==> src/rtl/icb_pkg.sv <==
package icb_pkg;

  // default bus widths
  localparam int ICB_AW_DEF = 32;
  localparam int ICB_DW_DEF = 32;

  // five decoded regions plus one default target
  localparam int NUM_REGION = 5;
  localparam int NUM_TGT    = NUM_REGION + 1;
  localparam int TGT_IDX_W  = 3;

  // target number that the outstanding FIFO also stores
  typedef enum logic [TGT_IDX_W-1:0] {
    TGT_R0      = 3'd0,
    TGT_R1      = 3'd1,
    TGT_R2      = 3'd2,
    TGT_R3      = 3'd3,
    TGT_R4      = 3'd4,
    TGT_DEFAULT = 3'd5
  } tgt_e;

  // command direction as seen on the read flag
  typedef enum logic {
    OP_WRITE = 1'b0,
    OP_READ  = 1'b1
  } icb_op_e;

endpackage

==> src/rtl/icb_1to6_bus.sv <==
`timescale 1ns/1ns

module icb_1to6_bus #(
  parameter int AW         = icb_pkg::ICB_AW_DEF,
  parameter int DW         = icb_pkg::ICB_DW_DEF,
  parameter int OUTS_DEPTH = 4,
  parameter int REGION_LSB = 12,
  parameter logic [icb_pkg::NUM_REGION-1:0][AW-1:0] REGION_BASE = {
    AW'(32'h0000_5000),
    AW'(32'h0000_4000),
    AW'(32'h0000_3000),
    AW'(32'h0000_2000),
    AW'(32'h0000_1000)
  }
) (
  input  logic                                  i_clk,
  input  logic                                  i_rst_n,

  // initiator side
  input  logic                                  i_cmd_valid,
  output logic                                  o_cmd_ready,
  input  logic [AW-1:0]                         i_cmd_addr,
  input  logic                                  i_cmd_read,
  input  logic [DW-1:0]                         i_cmd_wdata,
  input  logic [DW/8-1:0]                       i_cmd_wmask,

  output logic                                  o_rsp_valid,
  input  logic                                  i_rsp_ready,
  output logic [DW-1:0]                         o_rsp_rdata,
  output logic                                  o_rsp_err,

  input  logic [icb_pkg::NUM_REGION-1:0]        i_region_en,

  // target side with a broadcast payload
  output logic [icb_pkg::NUM_TGT-1:0]           o_tgt_cmd_valid,
  input  logic [icb_pkg::NUM_TGT-1:0]           i_tgt_cmd_ready,
  output logic [AW-1:0]                         o_tgt_cmd_addr,
  output logic                                  o_tgt_cmd_read,
  output logic [DW-1:0]                         o_tgt_cmd_wdata,
  output logic [DW/8-1:0]                       o_tgt_cmd_wmask,

  input  logic [icb_pkg::NUM_TGT-1:0]           i_tgt_rsp_valid,
  output logic [icb_pkg::NUM_TGT-1:0]           o_tgt_rsp_ready,
  input  logic [icb_pkg::NUM_TGT-1:0][DW-1:0]   i_tgt_rsp_rdata,
  input  logic [icb_pkg::NUM_TGT-1:0]           i_tgt_rsp_err
);

  import icb_pkg::*;

  logic push_valid;
  tgt_e push_tgt;
  logic fifo_full;
  logic head_valid;
  tgt_e head_tgt;
  logic pop;

  icb_cmd_router #(
    .AW          (AW),
    .DW          (DW),
    .REGION_LSB  (REGION_LSB),
    .REGION_BASE (REGION_BASE)
  ) u_cmd_router (
    .i_cmd_valid     (i_cmd_valid),
    .o_cmd_ready     (o_cmd_ready),
    .i_cmd_addr      (i_cmd_addr),
    .i_cmd_read      (i_cmd_read),
    .i_cmd_wdata     (i_cmd_wdata),
    .i_cmd_wmask     (i_cmd_wmask),
    .i_region_en     (i_region_en),
    .o_tgt_cmd_valid (o_tgt_cmd_valid),
    .i_tgt_cmd_ready (i_tgt_cmd_ready),
    .o_tgt_cmd_addr  (o_tgt_cmd_addr),
    .o_tgt_cmd_read  (o_tgt_cmd_read),
    .o_tgt_cmd_wdata (o_tgt_cmd_wdata),
    .o_tgt_cmd_wmask (o_tgt_cmd_wmask),
    .i_fifo_full     (fifo_full),
    .o_push_valid    (push_valid),
    .o_push_tgt      (push_tgt)
  );

  // keeps responses in command order
  icb_outs_fifo #(
    .DEPTH (OUTS_DEPTH)
  ) u_outs_fifo (
    .i_clk        (i_clk),
    .i_rst_n      (i_rst_n),
    .i_push       (push_valid),
    .i_push_tgt   (push_tgt),
    .o_full       (fifo_full),
    .i_pop        (pop),
    .o_head_valid (head_valid),
    .o_head_tgt   (head_tgt)
  );

  icb_rsp_router #(
    .DW (DW)
  ) u_rsp_router (
    .i_head_valid    (head_valid),
    .i_head_tgt      (head_tgt),
    .o_pop           (pop),
    .i_tgt_rsp_valid (i_tgt_rsp_valid),
    .o_tgt_rsp_ready (o_tgt_rsp_ready),
    .i_tgt_rsp_rdata (i_tgt_rsp_rdata),
    .i_tgt_rsp_err   (i_tgt_rsp_err),
    .o_rsp_valid     (o_rsp_valid),
    .i_rsp_ready     (i_rsp_ready),
    .o_rsp_rdata     (o_rsp_rdata),
    .o_rsp_err       (o_rsp_err)
  );

endmodule

==> src/rtl/icb_cmd_router.sv <==
`timescale 1ns/1ns

module icb_cmd_router #(
  parameter int AW         = icb_pkg::ICB_AW_DEF,
  parameter int DW         = icb_pkg::ICB_DW_DEF,
  parameter int REGION_LSB = 12,
  parameter logic [icb_pkg::NUM_REGION-1:0][AW-1:0] REGION_BASE = {
    AW'(32'h0000_5000),
    AW'(32'h0000_4000),
    AW'(32'h0000_3000),
    AW'(32'h0000_2000),
    AW'(32'h0000_1000)
  }
) (
  input  logic                           i_cmd_valid,
  output logic                           o_cmd_ready,
  input  logic [AW-1:0]                  i_cmd_addr,
  input  logic                           i_cmd_read,
  input  logic [DW-1:0]                  i_cmd_wdata,
  input  logic [DW/8-1:0]                i_cmd_wmask,

  input  logic [icb_pkg::NUM_REGION-1:0] i_region_en,

  output logic [icb_pkg::NUM_TGT-1:0]    o_tgt_cmd_valid,
  input  logic [icb_pkg::NUM_TGT-1:0]    i_tgt_cmd_ready,
  output logic [AW-1:0]                  o_tgt_cmd_addr,
  output logic                           o_tgt_cmd_read,
  output logic [DW-1:0]                  o_tgt_cmd_wdata,
  output logic [DW/8-1:0]                o_tgt_cmd_wmask,

  input  logic                           i_fifo_full,
  output logic                           o_push_valid,
  output icb_pkg::tgt_e                  o_push_tgt
);

  import icb_pkg::*;

  logic [NUM_REGION-1:0] region_hit;
  tgt_e                  sel_tgt;
  icb_op_e               cmd_op;
  logic                  dispatch_en;

  // compare upper address bits against each enabled base
  always_comb begin
    for (int r = 0; r < NUM_REGION; r++) begin
      region_hit[r] = i_region_en[r] &
                      (i_cmd_addr[AW-1:REGION_LSB] == REGION_BASE[r][AW-1:REGION_LSB]);
    end
  end

  // lowest matching region wins, otherwise default target
  always_comb begin
    sel_tgt = TGT_DEFAULT;
    for (int r = NUM_REGION - 1; r >= 0; r--) begin
      if (region_hit[r]) begin
        sel_tgt = tgt_e'(TGT_IDX_W'(r));
      end
    end
  end

  // no dispatch while the outstanding FIFO has no room
  assign dispatch_en = i_cmd_valid & ~i_fifo_full;

  always_comb begin
    for (int t = 0; t < NUM_TGT; t++) begin
      o_tgt_cmd_valid[t] = dispatch_en & (int'(sel_tgt) == t);
    end
  end

  assign o_cmd_ready = i_tgt_cmd_ready[sel_tgt] & ~i_fifo_full;

  // shared payload for all targets
  assign cmd_op          = icb_op_e'(i_cmd_read);
  assign o_tgt_cmd_addr  = i_cmd_addr;
  assign o_tgt_cmd_read  = (cmd_op == OP_READ);
  assign o_tgt_cmd_wdata = i_cmd_wdata;
  assign o_tgt_cmd_wmask = i_cmd_wmask;

  // record the target of every accepted command
  assign o_push_valid = i_cmd_valid & o_cmd_ready;
  assign o_push_tgt   = sel_tgt;

endmodule

==> src/rtl/icb_outs_fifo.sv <==
`timescale 1ns/1ns

module icb_outs_fifo #(
  parameter int DEPTH = 4
) (
  input  logic          i_clk,
  input  logic          i_rst_n,

  input  logic          i_push,
  input  icb_pkg::tgt_e i_push_tgt,
  output logic          o_full,

  input  logic          i_pop,
  output logic          o_head_valid,
  output icb_pkg::tgt_e o_head_tgt
);

  import icb_pkg::*;

  localparam int PTR_W = (DEPTH > 1) ? $clog2(DEPTH) : 1;
  localparam int CNT_W = $clog2(DEPTH + 1);

  tgt_e             mem [DEPTH];
  logic [PTR_W-1:0] wr_ptr;
  logic [PTR_W-1:0] rd_ptr;
  logic [CNT_W-1:0] count;
  logic             do_push;
  logic             do_pop;

  // wrap at DEPTH, which need not be a power of two
  function automatic logic [PTR_W-1:0] ptr_next(input logic [PTR_W-1:0] ptr);
    logic [PTR_W-1:0] nxt;
    if (ptr == PTR_W'(DEPTH - 1)) begin
      nxt = '0;
    end else begin
      nxt = ptr + 1'b1;
    end
    return nxt;
  endfunction

  assign o_full       = (count == CNT_W'(DEPTH));
  assign o_head_valid = (count != '0);
  assign o_head_tgt   = mem[rd_ptr];

  assign do_push = i_push & ~o_full;
  assign do_pop  = i_pop & o_head_valid;

  always_ff @(posedge i_clk or negedge i_rst_n) begin
    if (!i_rst_n) begin
      wr_ptr <= '0;
      rd_ptr <= '0;
      count  <= '0;
    end else begin
      if (do_push) begin
        wr_ptr <= ptr_next(wr_ptr);
      end
      if (do_pop) begin
        rd_ptr <= ptr_next(rd_ptr);
      end
      // push and pop together leave the count unchanged
      case ({do_push, do_pop})
        2'b10:   count <= count + 1'b1;
        2'b01:   count <= count - 1'b1;
        default: count <= count;
      endcase
    end
  end

  always_ff @(posedge i_clk) begin
    if (do_push) begin
      mem[wr_ptr] <= i_push_tgt;
    end
  end

endmodule

==> src/rtl/icb_rsp_router.sv <==
`timescale 1ns/1ns

module icb_rsp_router #(
  parameter int DW = icb_pkg::ICB_DW_DEF
) (
  input  logic                                  i_head_valid,
  input  icb_pkg::tgt_e                         i_head_tgt,
  output logic                                  o_pop,

  input  logic [icb_pkg::NUM_TGT-1:0]           i_tgt_rsp_valid,
  output logic [icb_pkg::NUM_TGT-1:0]           o_tgt_rsp_ready,
  input  logic [icb_pkg::NUM_TGT-1:0][DW-1:0]   i_tgt_rsp_rdata,
  input  logic [icb_pkg::NUM_TGT-1:0]           i_tgt_rsp_err,

  output logic                                  o_rsp_valid,
  input  logic                                  i_rsp_ready,
  output logic [DW-1:0]                         o_rsp_rdata,
  output logic                                  o_rsp_err
);

  import icb_pkg::*;

  logic head_rsp_valid;

  // only the oldest outstanding target may answer
  assign head_rsp_valid = i_tgt_rsp_valid[i_head_tgt];

  assign o_rsp_valid = i_head_valid & head_rsp_valid;
  assign o_rsp_rdata = i_tgt_rsp_rdata[i_head_tgt];
  assign o_rsp_err   = i_tgt_rsp_err[i_head_tgt];

  // other targets see ready low and hold their response
  always_comb begin
    for (int t = 0; t < NUM_TGT; t++) begin
      o_tgt_rsp_ready[t] = i_head_valid & i_rsp_ready & (int'(i_head_tgt) == t);
    end
  end

  assign o_pop = o_rsp_valid & i_rsp_ready;

endmodule

==> config.mk <==
export PLATFORM = sky130hd
export DESIGN_NAME = icb_1to6_bus
export DESIGN_NICKNAME = d
export VERILOG_FILES = /design/src/rtl/icb_pkg.sv /design/src/rtl/icb_1to6_bus.sv /design/src/rtl/icb_cmd_router.sv /design/src/rtl/icb_outs_fifo.sv /design/src/rtl/icb_rsp_router.sv
export SDC_FILE = /design/constraint.sdc
export NUM_CORES = 1
export LEC_CHECK = 0
export ABC_AREA = 1
export BUFFER_PORTS_ARGS = -buffer_cell sky130_fd_sc_hd__buf_2
export CAP_MARGIN = 20
export CORE_AREA = 5 5 156 158
export DETAILED_ROUTE_END_ITERATION = 7
export DIE_AREA = 0 0 161 163
export GPL_TIMING_DRIVEN = 0
export HOLD_SLACK_MARGIN = 0.1
export SLEW_MARGIN = 40
export SYNTH_ARGS = -nofsm -noshare
export SYNTH_HDL_FRONTEND = slang
export SYNTH_SLANG_ARGS = --single-unit
==> constraint.sdc <==
create_clock -name i_clk -period 2.8 [get_ports i_clk]
set_input_delay 0.14 -clock i_clk [delete_from_list [all_inputs] [get_ports i_clk]]
set_output_delay 0.14 -clock i_clk [all_outputs]
set_load 0.02 [all_outputs]
Yosys cells after proc, flatten, opt, wreduce, memory -nomap -nowiden
Memory sizes are Yosys's and may differ from the RTL's.
Cells that the tools add are included.
{"block": "op_classes", "mul": 0, "bitwise": 26, "div_mod_pow": 0, "addsub": 4, "n_mux": 18, "eq_ne": 20, "reduce_logical": 4, "shifts": 0, "order_cmp": 2}
{"operator": "binary-select mux 32 bit (select 3 bit)", "count": 1}
{"operator": "== test 20 x 2 -> 1 bit, second input constant", "count": 2}
{"operator": "== test 20 x 3 -> 1 bit, second input constant", "count": 2}
{"operator": "2-to-1 mux 32 bit", "count": 1}
{"operator": "== test 3 bit, second input constant", "count": 9}
{"operator": "AND 1 bit", "count": 25}
{"operator": "== test 20 x 1 -> 1 bit, second input constant", "count": 1}
{"operator": "2-to-1 mux 3 bit", "count": 4}
{"operator": "binary-select mux 1 bit (select 3 bit)", "count": 3}
{"operator": "less-than comparator 3 x 4 -> 1 bit, second input constant", "count": 2}
{"operator": "== test 2 bit, second input constant", "count": 3}
{"operator": "== test 3 x 2 -> 1 bit, second input constant", "count": 2}
{"operator": "logical NOT 3 bit", "count": 2}
{"operator": "2-to-1 mux 1 bit", "count": 6}
{"operator": "one-hot mux 3 bit (2 select lines)", "count": 1}
{"operator": "adder 2 x 1 -> 2 bit, second input constant", "count": 2}
{"operator": "2-to-1 mux 2 bit", "count": 2}
{"operator": "adder 3 x 1 -> 3 bit, second input constant", "count": 1}
{"operator": "nonzero test 3 bit", "count": 1}
{"operator": "subtractor 3 x 1 -> 3 bit, second input constant", "count": 1}
{"operator": "== test 2 x 1 -> 1 bit, second input constant", "count": 1}
{"operator": "nonzero test 2 bit", "count": 1}
{"operator": "inverter 1 bit", "count": 1}
{"block": "totals", "output_inout_bits": 116, "memories": 1, "word_cells": 78, "ramBits": 12, "register_bits": 7, "mem_bits_ro": 0, "latchBits": 0}
{"name": "u_outs_fifo.mem", "words": 4, "word_bits": 3, "read_ports": 1, "rd_clocked_by_memory_dff": 0, "write_ports": 1, "line": "icb_outs_fifo.sv:23", "source": "tgt_e mem [DEPTH];"}

Longest topological paths before layout
Gate-level depths: netlist (run 1).
{"block": "logic_depth", "word_depth": 14, "depth_mapped": 18}

By module
From an unflattened synthesis (run 1), not the netlist that was laid out.
{"block": "unflattened", "hier_cells": 567, "area_unflattened_um2": 3452.1}
{"module": "icb_rsp_router", "instances": 1, "area_each_um2": 1605.3, "cells_each": 327, "seq_area_each_um2": 0.0}
{"module": "icb_outs_fifo", "instances": 1, "area_each_um2": 960.9, "cells_each": 94, "seq_area_each_um2": 535.5}
{"module": "icb_cmd_router", "instances": 1, "area_each_um2": 885.8, "cells_each": 146, "seq_area_each_um2": 0.0}

Worst setup path after synthesis (run 1)
No wires, ideal clock.
{"block": "synth_path", "kind": "reg-to-reg", "from": "register u_outs_fifo.rd_ptr[0]", "to": "register u_outs_fifo.count[2]", "path_buffers": 1, "required_ns": 2.669, "arrival_ns": 2.274, "stages_incl_launch_ff": 19, "setup_time_ns": 0.131, "path_slack_ns": 0.395, "cell_sequence": "dfrtp_1 buf_4 inv_4 nand2_1 nand3_2 nand2_4 inv_4 nand2_4 inv_4 a22oi_2 a21oi_4 nand3_2 inv_1 ha_1 inv_1 fa_1 a21oi_1 o21ai_0 xor2_1"}
{"block": "synth_between", "elab_chain_len": 8, "elab_cells_between_ends": 10, "cone_classes": "eq/ne: 2; mux: 3; bitwise: 3; reduce/logical: 1; memory: 1"}
{"element": "from (decl)", "line": "icb_outs_fifo.sv:25", "source": "logic [PTR_W-1:0] rd_ptr;"}
{"element": "from (signal assigned)", "line": "icb_outs_fifo.sv:58", "source": "rd_ptr <= ptr_next(rd_ptr);"}
{"element": "memory (4 x 3 bit) (*)"}
{"element": "binary-select mux 1 bit (select 3 bit) (*)", "line": "icb_rsp_router.sv:26", "source": "assign head_rsp_valid = i_tgt_rsp_valid[i_head_tgt];"}
{"element": "2-to-1 mux 1 bit (not written as such) (*)", "line": "icb_rsp_router.sv:26"}
{"element": "AND 1 bit (*)", "line": "icb_rsp_router.sv:28", "source": "assign o_rsp_valid = i_head_valid & head_rsp_valid;"}
{"element": "AND 1 bit (*)", "line": "icb_rsp_router.sv:39", "source": "assign o_pop = o_rsp_valid & i_rsp_ready;"}
{"element": "AND 1 bit (*)", "line": "icb_outs_fifo.sv:46", "source": "assign do_pop = i_pop & o_head_valid;"}
{"element": "named net u_outs_fifo.do_pop", "line": "icb_outs_fifo.sv:28", "source": "logic do_pop;"}
{"element": "== test 2 x 1 -> 1 bit / == test 2 bit (equally long branches)", "line": "icb_outs_fifo.sv:61", "source": "case ({do_push, do_pop})"}
{"element": "one-hot mux 3 bit (2 select lines) / nonzero test 2 bit (equally long branches)"}
{"element": "to (signal assigned)", "line": "icb_outs_fifo.sv:62", "source": "2'b10: count <= count + 1'b1;"}
{"element": "to (signal assigned)", "line": "icb_outs_fifo.sv:63", "source": "2'b01: count <= count - 1'b1;"}
{"element": "to (signal assigned)", "line": "icb_outs_fifo.sv:64", "source": "default: count <= count;"}
{"element": "to (decl)", "line": "icb_outs_fifo.sv:26", "source": "logic [CNT_W-1:0] count;"}
The timed path passes the listed nets; every way through them passes the cells marked *. The select of a mux whose other input is x is not followed.
A chain may end at the register's enable or synchronous reset.

Worst setup path after layout (run 1)
Same ends and word-level chain as after synthesis.

==> impl_metrics.prom, run 1 <==
# TYPE chip_impl_metric gauge
chip_impl_info{name="outcome",value="finished clean"} 1
chip_impl_info{name="cell_type_with_the_largest_total_area_after_synthesis",value="sky130_fd_sc_hd__nand2_1"} 1
chip_impl_info{name="holdCritPathClass",value="in -> reg"} 1
chip_impl_metric{name="maxCapViolCount",unit=""} 0
chip_impl_metric{name="cp_data_required_time",unit="ns"} 2.92
chip_impl_info{name="crit_chain",value="buf_4, inv_4, nand2_1, nand3_2, nand2_4, inv_4, nand2_4, inv_6, a22oi_2, a21oi_4, nand3_2, inv_1, ha_1, inv_1, fa_2, a21oi_2, o21ai_1, xor2_1"} 1
chip_impl_metric{name="pwr-share-seq",unit="%"} 7.1
chip_impl_metric{name="slowest_delay",unit="ns"} 0.38
chip_impl_metric{name="vdd_drop_max",unit="mV"} 0.324
chip_impl_metric{name="design.die.area",unit="mm²"} 0.0262
chip_impl_metric{name="post_synth_inst_count",unit=""} 558
chip_impl_info{name="critical_path.endpoint_type",value="flip-flop"} 1
chip_impl_info{name="synthTopCellsByArea",value="sky130_fd_sc_hd__nand2_1 20%, sky130_fd_sc_hd__buf_4 15%, sky130_fd_sc_hd__edfxtp_1 10%"} 1
chip_impl_info{name="critPathLaunchType",value="flip-flop"} 1
chip_impl_info{name="path_class",value="reg -> reg"} 1
chip_impl_metric{name="cts_made_buffers",unit=""} 3
chip_impl_metric{name="netlist-cell-type-count",unit=""} 40
chip_impl_metric{name="clock_sinks",unit=""} 19
chip_impl_metric{name="gr-total-overflow",unit=""} 0
chip_impl_metric{name="report.final.hold_viol_count",unit=""} 0
chip_impl_metric{name="detail_route.wirelength",unit="µm"} 19800
chip_impl_info{name="launching_instance_or_port_of_the_critical_path",value="u_outs_fifo.rd_ptr[0]$_DFFE_PN0P_"} 1
chip_impl_metric{name="achievable-frequency",unit="MHz"} 385
chip_impl_metric{name="fin_setup_tns",unit="ns"} 0
chip_impl_metric{name="global_route_wire_length_before_repair",unit="µm"} 28500
chip_impl_metric{name="finalWeightedCongestion",unit=""} 0.866
chip_impl_metric{name="port-buffer-count",unit=""} 354
chip_impl_metric{name="yosysTopAreaCellShare",unit="%"} 20.0
chip_impl_metric{name="final_period_minus_worst_setup_slack",unit="ns"} 2.60
chip_impl_info{name="cts_tree",value="done"} 1
chip_impl_metric{name="fin_worst_skew",unit="ns"} 0.00463
chip_impl_metric{name="clockPowerShare",unit="%"} 4.6
chip_impl_metric{name="pin_count",unit=""} 404
chip_impl_metric{name="reg2reg_slack",unit="ns"} 0.20
chip_impl_metric{name="ys_warn_count",unit=""} 0
chip_impl_metric{name="syn_area_per_cell",unit="µm²"} 6.47
chip_impl_metric{name="worst_slew_pin_slew",unit="ns"} 0.670
chip_impl_info{name="regToRegStartpoint",value="u_outs_fifo.rd_ptr[0]$_DFFE_PN0P_"} 1
chip_impl_metric{name="clkLatencyLatePin",unit="ns"} 0.24
chip_impl_metric{name="effective_utilization_at_floorplan",unit="%"} 15.7
chip_impl_metric{name="comb_power_share",unit="%"} 88.3
chip_impl_metric{name="report.final.slew_viol_count",unit=""} 0
chip_impl_metric{name="postRouteAntennaNets",unit=""} 0
chip_impl_metric{name="power.share.switching",unit="%"} 60.8
chip_impl_metric{name="setup_viol",unit=""} 0
chip_impl_metric{name="syn_nets",unit=""} 853
chip_impl_metric{name="routed_via_density",unit=""} 4.16
chip_impl_metric{name="fp.coreArea",unit="mm²"} 0.0230
chip_impl_metric{name="post_route_cells_drive_above_1_share",unit="%"} 55.8
chip_impl_metric{name="slew_headroom",unit="%"} 55.3
chip_impl_metric{name="leakagePower",unit="nW"} 3.14
chip_impl_metric{name="drtPass1Iterations",unit=""} 5
chip_impl_metric{name="finish.cell_count_without_fillers",unit=""} 1212
chip_impl_metric{name="dp_hpwl",unit="µm"} 17600
chip_impl_metric{name="num-nets-final",unit=""} 1217
chip_impl_info{name="clk_root_buffer_cell",value="sky130_fd_sc_hd__clkbuf_16"} 1
chip_impl_metric{name="timing.final.crit_share",unit="%"} 92.8
chip_impl_metric{name="row_count",unit=""} 56
chip_impl_metric{name="synth_seq_cells",unit=""} 19
chip_impl_info{name="crit_slowest_cell",value="sky130_fd_sc_hd__dfrtp_1"} 1
chip_impl_metric{name="clk_pin_slew",unit="ns"} 0.05
chip_impl_metric{name="groute.usage.overall",unit="%"} 13.8
chip_impl_metric{name="worst_ep_arrival_time",unit="ns"} 2.72
chip_impl_info{name="rsz0062_at_grt",value="no"} 1
chip_impl_metric{name="crit_path_max_fanout",unit=""} 9
chip_impl_info{name="final_cell_mix",value="364 x sky130_fd_sc_hd__buf_2, 192 x sky130_fd_sc_hd__nand2_1, 77 x sky130_fd_sc_hd__buf_4"} 1
chip_impl_metric{name="largest_buffer_count_on_any_clock_path",unit=""} 2
chip_impl_metric{name="route.detailed.drc",unit=""} 0
chip_impl_info{name="layout.cells.most_common",value="sky130_fd_sc_hd__buf_2"} 1
chip_impl_metric{name="area_growth",unit="%"} 62.8
chip_impl_metric{name="num_vias",unit=""} 5041
chip_impl_metric{name="fp.dieW",unit="µm"} 161
chip_impl_info{name="min_from",value="i_rsp_ready"} 1
chip_impl_metric{name="first_global_vias",unit=""} 5049
chip_impl_metric{name="drtIter0Drc",unit=""} 282
chip_impl_metric{name="route.detailed.wl_per_inst",unit="µm"} 16.4
chip_impl_metric{name="power_density",unit="mW/mm²"} 1030
chip_impl_metric{name="post_synthesis_sequential_area_ratio",unit="%"} 14.8
chip_impl_metric{name="grt_start_max_net_pins",unit=""} 12
chip_impl_metric{name="cts_max_level",unit=""} 1
chip_impl_metric{name="post-place-cells",unit=""} 1202
chip_impl_metric{name="power_report.internal_total",unit="mW"} 2.37
chip_impl_metric{name="syn-cell-area",unit="mm²"} 0.00361
chip_impl_metric{name="switchingPower",unit="mW"} 3.68
chip_impl_metric{name="die_h",unit="µm"} 163
chip_impl_metric{name="antenna_found_initial",unit=""} 2
## path summary, 6_finish.rpt
path / end / cells after the start
hold / removal: u_outs_fifo.rd_ptr[1]$_DFFE_PN0P_ / 3
max in group asynchronous: u_outs_fifo.rd_ptr[0]$_DFFE_PN0P_ / 2
hold reg to reg: u_outs_fifo.count[0]$_DFFE_PN0P_ / 1
setup / recovery: u_outs_fifo.count[2]$_DFFE_PN0P_ / 18
min in group asynchronous: u_outs_fifo.wr_ptr[0]$_DFFE_PN0P_ / 2
setup reg to reg: u_outs_fifo.count[2]$_DFFE_PN0P_ / 18
## cells by family after synthesis
group	after synthesis	synth area share, %
xor+xnor	2	0.485
flops	19	14.8
fa+ha+maj	7	2.63
compound gates	84	15.4
buf+inv	132	24.0
simple gates	314	42.7
## synth_stat cells (all sizes together)
cell type,number
a22oi,40
nand4,36
clkinv,2
buf,93
o21ai,37
clkbuf,4
o22ai,2
ha,6
edfxtp,12
fa,1
nor2,43
nor4,2
xnor2,1
o211ai,1
inv,33
nor3,4
nand3b,2
a21oi,4
xor2,1
nand2,203
nand3,24
dfrtp,7
## sequential cells by signal, summed over array words and instances, names as in the netlist
register / count
u_outs_fifo.wr_ptr: 2
u_outs_fifo.mem: 12
u_outs_fifo.count: 3
u_outs_fifo.rd_ptr: 2
## per-stage QoR
step	setup WS (ns)	utilization, %	hold slack (ns)	cell area (µm²)	total power, mW
global route	0.00000688	25.6	0.222	5880	6.61
CTS	0.0222	25.4	0.197	5840	6.08
finish	0.201	25.6	0.196	5880	6.05
floorplan	0.395	-	-0.156	3610	3.85
global placement	0.0969	25.0	-0.0140	5750	5.76
detailed placement	0.00899	25.0	-0.0108	5750	5.78
## power groups by stage
stage          combinational (mW)  clock, mW  sequential (mW)
3_5_place_dp                 5.34          0            0.433
6_report                     5.34      0.277            0.430
3_3_place_gp                 5.33          0            0.430
2_1_floorplan                3.43          0            0.421
5_1_grt                      5.87      0.295            0.441
4_1_cts                      5.37      0.283            0.430
## repair_timing
item | in CTS | in global routing
buffers inserted | 0 | 4
hold endpoints to repair | 7 | 0
setup endpoints to repair | 0 | 2
resized for setup | 0 | 4
hold buffers | 1 | 0
## metal layers
metal  GRT usage, %  share of wire, %
met1           16.2                38
met2           25.9                52
met3           3.16               8.7
met4           2.02               1.0
met5              0             0.066
## layout make-up
cell class / count / area (µm²)
Fill cell: 2646 / 17100
Multi-Input combinational cell: 407 / 2210
Timing Repair Buffer: 359 / 1810
Buffer: 97 / 726
Sequential cell: 19 / 536
Tap cell: 290 / 363
Inverter: 35 / 144
Clock buffer: 3 / 75.1
Clock inverter: 1 / 5.00
Antenna cell: 1 / 2.50
## critical path, delay by kind of cell (launching register included)
| family | cells | cell delay, ns |
|---|---|---|
| and+or+nand+nor | 5 | 0.41 |
| DFF | 1 | 0.38 |
| buffers and inverters | 6 | 0.57 |
| adders and majority gates | 2 | 0.50 |
| AOI/OAI and AO/OA | 4 | 0.47 |
| xor gates and xnor gates | 1 | 0.15 |
Power figures use the tool's default switching activity.
==> run 2, diff against run 1 <==
PLACE_DENSITY = 0.43   (was unset)
==> run 2 against run 1 <==
Against the previous run:
- total power is 0.84% lower
- clock power rose by 3%
- clock skew fell by 0.0030 ns
- non-clock buffer count rose by 2
- sequential share of layout area is essentially flat
- core utilization grew 0.13 points
- clock-buffer cell count unchanged
- combinational power shrank 1%
- largest power group unchanged
- highest routed layer is now met4
==> impl_metrics.prom, run 2 (synthesized netlist as in run 1, its figures left out) <==
# TYPE chip_impl_metric gauge
chip_impl_metric{name="power.share.switching",unit="%"} 59.9
chip_impl_metric{name="worst-path-buf-inv",unit=""} 6
chip_impl_metric{name="postRouteAntennaNets",unit=""} 0
chip_impl_metric{name="pwr-share-seq",unit="%"} 7.2
chip_impl_metric{name="report.power.total",unit="mW"} 6.00
chip_impl_metric{name="antenna_found_initial",unit=""} 1
chip_impl_info{name="outcome",value="finished clean"} 1
chip_impl_metric{name="route.detailed.drc",unit=""} 0
chip_impl_metric{name="clk_pin_slew",unit="ns"} 0.05
chip_impl_metric{name="gr-total-overflow",unit=""} 0
chip_impl_metric{name="routed_via_density",unit=""} 4.09
chip_impl_metric{name="report.final.slew_viol_count",unit=""} 0
chip_impl_metric{name="drtIter0Drc",unit=""} 265
chip_impl_metric{name="port-buffer-count",unit=""} 354
chip_impl_metric{name="first_global_vias",unit=""} 5145
chip_impl_metric{name="leakagePower",unit="nW"} 3.15
chip_impl_metric{name="whs",unit="ns"} 0.194
chip_impl_metric{name="fp.dieW",unit="µm"} 161
chip_impl_info{name="critical_path.endpoint_type",value="flip-flop"} 1
chip_impl_info{name="holdCritPathClass",value="in -> reg"} 1
chip_impl_metric{name="die_h",unit="µm"} 163
chip_impl_metric{name="cp_data_required_time",unit="ns"} 2.93
chip_impl_metric{name="design.die.area",unit="mm²"} 0.0262
chip_impl_info{name="rsz0062_at_grt",value="yes"} 1
chip_impl_metric{name="slowest_delay",unit="ns"} 0.38
chip_impl_metric{name="fin_setup_tns",unit="ns"} 0
chip_impl_metric{name="achievable-frequency",unit="MHz"} 383
chip_impl_metric{name="post-place-cells",unit=""} 1202
chip_impl_metric{name="row_count",unit=""} 56
chip_impl_metric{name="finalWeightedCongestion",unit=""} 0.916
chip_impl_info{name="path_class",value="reg -> reg"} 1
chip_impl_metric{name="utilization",unit="%"} 25.7
chip_impl_metric{name="crit_path_max_fanout",unit=""} 9
chip_impl_info{name="reg.largest.list",value="u_outs_fifo.mem (12), u_outs_fifo.count (3)"} 1
chip_impl_metric{name="report.final.hold_viol_count",unit=""} 0
chip_impl_metric{name="dp_hpwl",unit="µm"} 17400
chip_impl_metric{name="final_period_minus_worst_setup_slack",unit="ns"} 2.61
chip_impl_metric{name="groute.usage.overall",unit="%"} 13.6
chip_impl_metric{name="drtPass1Iterations",unit=""} 4
chip_impl_info{name="crit_slowest_cell",value="sky130_fd_sc_hd__dfrtp_1"} 1
chip_impl_metric{name="post_route_cells_drive_above_1_share",unit="%"} 56.0
chip_impl_metric{name="fp.coreArea",unit="mm²"} 0.0230
chip_impl_info{name="cts_tree",value="done"} 1
chip_impl_metric{name="worst_ep_arrival_time",unit="ns"} 2.74
chip_impl_metric{name="route.detailed.wl_per_inst",unit="µm"} 16.2
chip_impl_metric{name="grt_start_max_net_pins",unit=""} 12
chip_impl_info{name="layout.cells.most_common",value="sky130_fd_sc_hd__buf_2"} 1
chip_impl_metric{name="fin_worst_skew",unit="ns"} 0.00158
chip_impl_info{name="crit_chain",value="buf_4, inv_4, nand2_1, nand3_2, nand2_4, inv_4, nor2_4, inv_2, o22ai_4, o21ai_2, nand3_2, inv_1, ha_1, inv_1, fa_2, a21oi_2, o21ai_1, xor2_1"} 1
chip_impl_metric{name="maxCapViolCount",unit=""} 0
chip_impl_metric{name="comb_power_share",unit="%"} 88.1
chip_impl_metric{name="clock_sinks",unit=""} 19
chip_impl_metric{name="effective_utilization_at_floorplan",unit="%"} 15.7
chip_impl_info{name="critPathLaunchType",value="flip-flop"} 1
chip_impl_metric{name="detail_route.wirelength",unit="µm"} 19700
chip_impl_metric{name="switchingPower",unit="mW"} 3.59
chip_impl_metric{name="global_route_wire_length_before_repair",unit="µm"} 28400
chip_impl_info{name="final_cell_mix",value="364 x sky130_fd_sc_hd__buf_2, 191 x sky130_fd_sc_hd__nand2_1, 79 x sky130_fd_sc_hd__buf_4"} 1
chip_impl_metric{name="power_density",unit="mW/mm²"} 1020
chip_impl_metric{name="pin_count",unit=""} 404
chip_impl_metric{name="vdd_drop_max",unit="mV"} 0.320
chip_impl_info{name="path_delay_family",value="buffers and inverters"} 1
chip_impl_metric{name="num-nets-final",unit=""} 1219
chip_impl_metric{name="timing.final.crit_share",unit="%"} 93.1
chip_impl_metric{name="finish.cell_count_without_fillers",unit=""} 1217
chip_impl_metric{name="slew_headroom",unit="%"} 58.8
chip_impl_metric{name="multiInputGateArea",unit="mm²"} 0.00222
chip_impl_metric{name="num_vias",unit=""} 4975
chip_impl_metric{name="final.fill_count",unit=""} 2686
chip_impl_metric{name="register_area",unit="µm²"} 536
chip_impl_metric{name="setup_viol",unit=""} 0
chip_impl_metric{name="power_report.internal_total",unit="mW"} 2.40
chip_impl_info{name="registers.top_by_ff_count",value="u_outs_fifo.mem"} 1
chip_impl_metric{name="clockPowerShare",unit="%"} 4.8
chip_impl_metric{name="largest_register_ff_count",unit=""} 12
chip_impl_metric{name="area_growth",unit="%"} 63.6
chip_impl_info{name="clk_root_buffer_cell",value="sky130_fd_sc_hd__clkbuf_16"} 1
chip_impl_metric{name="largest_buffer_count_on_any_clock_path",unit=""} 2
chip_impl_metric{name="clkLatencyLatePin",unit="ns"} 0.25
chip_impl_metric{name="cts_max_level",unit=""} 1
chip_impl_metric{name="cts_made_buffers",unit=""} 3
chip_impl_metric{name="worst_slew_pin_slew",unit="ns"} 0.618
-- run 2: worst paths after layout --
check,from,endpoint,slack [ns],depth (start not counted)
min in group asynchronous,i_rst_n,u_outs_fifo.wr_ptr[1]$_DFFE_PN0P_,0.28,2
hold / removal,i_rsp_ready,u_outs_fifo.rd_ptr[0]$_DFFE_PN0P_,0.19,3
setup reg to reg,u_outs_fifo.rd_ptr[0]$_DFFE_PN0P_,u_outs_fifo.count[2]$_DFFE_PN0P_,0.19,18
hold reg to reg,u_outs_fifo.count[0]$_DFFE_PN0P_,u_outs_fifo.count[0]$_DFFE_PN0P_,0.53,1
max in group asynchronous,i_rst_n,u_outs_fifo.count[1]$_DFFE_PN0P_,2.36,2
setup / recovery,u_outs_fifo.rd_ptr[0]$_DFFE_PN0P_,u_outs_fifo.count[2]$_DFFE_PN0P_,0.19,18
-- run 2: layout make-up --
type	instances	area share [%]
timing repair buffer	361	30.9
clock inverter	1	0.0847
buffer	97	12.3
inverter	35	2.39
antenna	4	0.169
tap	290	6.14
multi-input combinational	407	37.7
clock buffer	3	1.27
sequential	19	9.07
-- run 2: repair_timing --
item	CTS	global route
gates resized for setup	0	5
hold buffers	1	0
endpoints found under the hold margin	7	0
endpoints found under the setup margin	0	2
buffers inserted	0	6
-- run 2: power groups by stage --
stage	clock network (mW)	logic, mW	registers (mW)
finish	0.286	5.28	0.429
global route	0.313	5.81	0.442
global placement	0	5.26	0.435
CTS	0.294	5.28	0.431
detailed placement	0	5.26	0.436
floorplan	0	3.43	0.421
-- run 2: worst min-delay path, delay by kind of cell --
kind / cells / cell delay, ns
buf+inv: 1 / 0.12
simple gates: 2 / 0.14
-- run 2: layer usage --
metal  routed length [µm]  vias to the layer above  GRT usage (%)
met5                    0                        -              0
met4                  304                        0           3.02
met3                 1590                       14           3.57
met2                10700                      215           26.9
met1                 7050                     2207           14.4
li1                     -                     2539              -
-- run 2: per-stage QoR --
stage | instance area [µm²] | setup WS [ns]
after global placement | 5750 | 0.0944
after global routing | 5900 | -0.0104
after detailed placement | 5750 | 0.0349
after floorplan | 3610 | 0.395
after CTS | 5840 | 0.0309
final | 5910 | 0.192
==> run 3, diff against run 2 <==
==> constraint.sdc (replaced) <==
create_clock -name i_clk -period 2.8 [get_ports i_clk]
set_input_delay 0.42 -clock i_clk [delete_from_list [all_inputs] [get_ports i_clk]]
set_output_delay 0.42 -clock i_clk [all_outputs]
set_load 0.02 [all_outputs]
==> run 3 against run 2 <==
Against the previous run:
- setup slack got worse by 0.034 ns
- first-iteration DRC count fell by 16%
- sequential share of layout area barely moved
- clock-buffer cell count did not move
- combinational power rose by 1%
- design area rose by 0.36%
- clock skew barely moved
- maximum frequency fell by 1.3%
- clock power barely moved
- worst hold slack improved by 0.28 ns
==> impl_metrics.prom, run 3 (synthesized netlist as in run 1, its figures left out) <==
# TYPE chip_impl_metric gauge
chip_impl_info{name="path_class",value="reg -> out"} 1
chip_impl_info{name="cts_tree",value="done"} 1
chip_impl_metric{name="rr_worst_depth",unit=""} 18
chip_impl_metric{name="finish.cell_count_without_fillers",unit=""} 1217
chip_impl_metric{name="register_area",unit="µm²"} 536
chip_impl_metric{name="crit_path_max_fanout",unit=""} 10
chip_impl_metric{name="report.final.hold_viol_count",unit=""} 0
chip_impl_info{name="critical_path.reg2reg.endpoint",value="u_outs_fifo.count[2]$_DFFE_PN0P_"} 1
chip_impl_metric{name="groute.usage.overall",unit="%"} 13.6
chip_impl_info{name="layout.cells.most_common",value="sky130_fd_sc_hd__buf_2"} 1
chip_impl_metric{name="final_period_minus_worst_setup_slack",unit="ns"} 2.64
chip_impl_info{name="min_to",value="u_outs_fifo.rd_ptr[0]$_DFFE_PN0P_"} 1
chip_impl_metric{name="dp_hpwl",unit="µm"} 17400
chip_impl_info{name="rsz0062_at_grt",value="yes"} 1
chip_impl_metric{name="design.die.area",unit="mm²"} 0.0262
chip_impl_metric{name="final.fill_count",unit=""} 2684
chip_impl_metric{name="num-nets-final",unit=""} 1221
chip_impl_metric{name="pin_count",unit=""} 404
chip_impl_metric{name="worst_slew_pin_slew",unit="ns"} 0.504
chip_impl_info{name="final_cell_mix",value="360 x sky130_fd_sc_hd__buf_2, 191 x sky130_fd_sc_hd__nand2_1, 83 x sky130_fd_sc_hd__buf_4"} 1
chip_impl_metric{name="post_route_cells_drive_above_1_share",unit="%"} 56.2
chip_impl_metric{name="routed_via_density",unit=""} 4.09
chip_impl_metric{name="cts_max_level",unit=""} 1
chip_impl_metric{name="setup_viol",unit=""} 0
chip_impl_metric{name="report.power.total",unit="mW"} 6.07
chip_impl_metric{name="clkLatencyLatePin",unit="ns"} 0.25
chip_impl_info{name="critical_path.endpoint_type",value="output pin"} 1
chip_impl_metric{name="drtIter0Drc",unit=""} 223
chip_impl_metric{name="area_growth",unit="%"} 64.2
chip_impl_metric{name="slowest_delay",unit="ns"} 0.35
chip_impl_metric{name="power_density",unit="mW/mm²"} 1020
chip_impl_metric{name="timing.final.crit_share",unit="%"} 94.3
chip_impl_metric{name="largest_buffer_count_on_any_clock_path",unit=""} 2
chip_impl_metric{name="finalWeightedCongestion",unit=""} 0.916
chip_impl_info{name="clk_root_buffer_cell",value="sky130_fd_sc_hd__clkbuf_16"} 1
chip_impl_metric{name="port-buffer-count",unit=""} 354
chip_impl_info{name="outcome",value="finished clean"} 1
chip_impl_metric{name="cts_made_buffers",unit=""} 3
chip_impl_metric{name="fp.coreArea",unit="mm²"} 0.0230
chip_impl_info{name="critPathLaunchType",value="flip-flop"} 1
chip_impl_metric{name="slew_headroom",unit="%"} 66.1
chip_impl_metric{name="antenna_found_initial",unit=""} 1
chip_impl_metric{name="route.detailed.drc",unit=""} 0
chip_impl_info{name="reg.largest.list",value="u_outs_fifo.mem (12), u_outs_fifo.count (3)"} 1
chip_impl_metric{name="die_h",unit="µm"} 163
chip_impl_metric{name="achievable-frequency",unit="MHz"} 379
chip_impl_metric{name="worst_hold_path.num_cells",unit=""} 3
chip_impl_metric{name="drtPass1Iterations",unit=""} 4
chip_impl_metric{name="gr-total-overflow",unit=""} 0
chip_impl_metric{name="worst_ep_arrival_time",unit="ns"} 2.22
chip_impl_metric{name="largest_register_ff_count",unit=""} 12
chip_impl_metric{name="clock_sinks",unit=""} 19
chip_impl_metric{name="postRouteAntennaNets",unit=""} 0
chip_impl_info{name="launching_instance_or_port_of_the_critical_path",value="u_outs_fifo.rd_ptr[0]$_DFFE_PN0P_"} 1
chip_impl_metric{name="post-place-cells",unit=""} 1202
chip_impl_metric{name="route.detailed.wl_per_inst",unit="µm"} 16.2
chip_impl_metric{name="leakagePower",unit="nW"} 3.16
chip_impl_metric{name="final_critical_path_setup_slack",unit="ns"} 0.158
chip_impl_info{name="min_from",value="i_rsp_ready"} 1
chip_impl_metric{name="clk_pin_slew",unit="ns"} 0.05
chip_impl_metric{name="vdd_drop_max",unit="mV"} 0.323
chip_impl_metric{name="global_route_wire_length_before_repair",unit="µm"} 28400
chip_impl_info{name="crit_slowest_cell",value="sky130_fd_sc_hd__dfrtp_1"} 1
chip_impl_metric{name="row_count",unit=""} 56
chip_impl_metric{name="first_global_vias",unit=""} 5144
chip_impl_metric{name="fin_worst_skew",unit="ns"} 0.00122
chip_impl_metric{name="num_vias",unit=""} 4976
chip_impl_metric{name="area_of_all_placed_cells_without_fillers",unit="mm²"} 0.00593
chip_impl_info{name="path_delay_family",value="buffers and inverters"} 1
chip_impl_metric{name="fp.dieW",unit="µm"} 161
chip_impl_metric{name="worst-path-buf-inv",unit=""} 6
chip_impl_metric{name="report.final.slew_viol_count",unit=""} 0
chip_impl_metric{name="detail_route.wirelength",unit="µm"} 19700
chip_impl_metric{name="effective_utilization_at_floorplan",unit="%"} 15.7
chip_impl_metric{name="grt_start_max_net_pins",unit=""} 12
chip_impl_info{name="crit_chain",value="buf_4, inv_4, nand2_1, nand3_2, nand2_4, inv_4, nor2_4, buf_4, buf_4, nand2_1, nand4_1, nand2_1, o21ai_1, buf_2"} 1
chip_impl_metric{name="pre_cts_slack",unit="ns"} -0.138
chip_impl_metric{name="multiInputGateArea",unit="mm²"} 0.00222
chip_impl_metric{name="maxCapViolCount",unit=""} 0
chip_impl_metric{name="dpl_cell_area",unit="mm²"} 0.00575
chip_impl_info{name="holdCritPathClass",value="in -> reg"} 1
chip_impl_info{name="regToRegStartpoint",value="u_outs_fifo.rd_ptr[0]$_DFFE_PN0P_"} 1
chip_impl_info{name="registers.top_by_ff_count",value="u_outs_fifo.mem"} 1
chip_impl_metric{name="cp_data_required_time",unit="ns"} 2.38
chip_impl_metric{name="reg2reg_slack",unit="ns"} 0.17
-- run 3: report_power, final --
part	switching, mW	leakage [nW]	internal (mW)
Clock	0.0957	0.0409	0.191
Sequential	0.0576	0.192	0.372
Combinational	3.46	2.93	1.89
Total	3.61	3.16	2.46
-- run 3: area by class of cell --
| type | instances | share of cell area [%] |
|---|---|---|
| Multi-Input combinational cell | 407 | 37.5 |
| Timing Repair Buffer | 364 | 31.2 |
| Buffer | 96 | 12.3 |
| Sequential cell | 19 | 9.03 |
| Tap cell | 290 | 6.12 |
| Inverter | 35 | 2.38 |
| Clock buffer | 3 | 1.27 |
| Clock inverter | 1 | 0.0844 |
| Antenna cell | 2 | 0.0844 |
-- run 3: stage by stage --
step           setup TNS, ns  hold WS (ns)  utilization (%)
2_1_floorplan              0         0.124                -
3_3_place_gp          -0.151         0.267             25.0
3_5_place_dp          -0.169         0.274             25.0
4_1_cts                    0         0.472             25.4
5_1_grt              -0.0431         0.497             25.8
6_report                   0         0.473             25.8
-- run 3: worst max path at each step --
stage	end	slack, ns	cells after the start
after floorplan	u_outs_fifo.count[2]$_DFFE_PN0P_	0.34	17
after global placement	u_outs_fifo.count[2]$_DFFE_PN0P_	-0.15	18
after detailed placement	u_outs_fifo.count[2]$_DFFE_PN0P_	-0.14	18
after CTS	o_rsp_err	0.02	12
after global routing	u_outs_fifo.count[2]$_DFFE_PN0P_	-0.04	18
final	o_rsp_rdata[7]	0.16	14
-- run 3: metal layers --
metal,share of wire (%),vias up,global-route usage (%)
met2,54,225,26.9
met3,8.2,14,3.57
met1,36,2196,14.4
li1,-,2541,-
met4,1.5,0,3.02
met5,0,-,0
-- run 3: worst register-to-register path: stages, from the launching register on --
cell and delay [ns]:
sky130_fd_sc_hd__dfrtp_1 0.38, sky130_fd_sc_hd__buf_4 0.18, sky130_fd_sc_hd__inv_4 0.08, sky130_fd_sc_hd__nand2_1 0.06
sky130_fd_sc_hd__nand3_2 0.08, sky130_fd_sc_hd__nand2_4 0.09, sky130_fd_sc_hd__inv_4 0.08, sky130_fd_sc_hd__nor2_4 0.05
sky130_fd_sc_hd__inv_2 0.08, sky130_fd_sc_hd__o22ai_4 0.08, sky130_fd_sc_hd__o21ai_2 0.22, sky130_fd_sc_hd__nand3_2 0.12
sky130_fd_sc_hd__inv_1 0.08, sky130_fd_sc_hd__ha_1 0.14, sky130_fd_sc_hd__inv_1 0.08, sky130_fd_sc_hd__fa_2 0.35
sky130_fd_sc_hd__a21oi_2 0.13, sky130_fd_sc_hd__o21ai_0 0.10, sky130_fd_sc_hd__xor2_1 0.15
-- run 3: repair_timing --
action | CTS | global route
gates resized for setup | 3 | 6
hold buffers | 1 | 0
buffers inserted | 0 | 9
endpoints found under the setup margin | 1 | 23
hold endpoints to repair | 7 | 0
pin swaps | 0 | 4
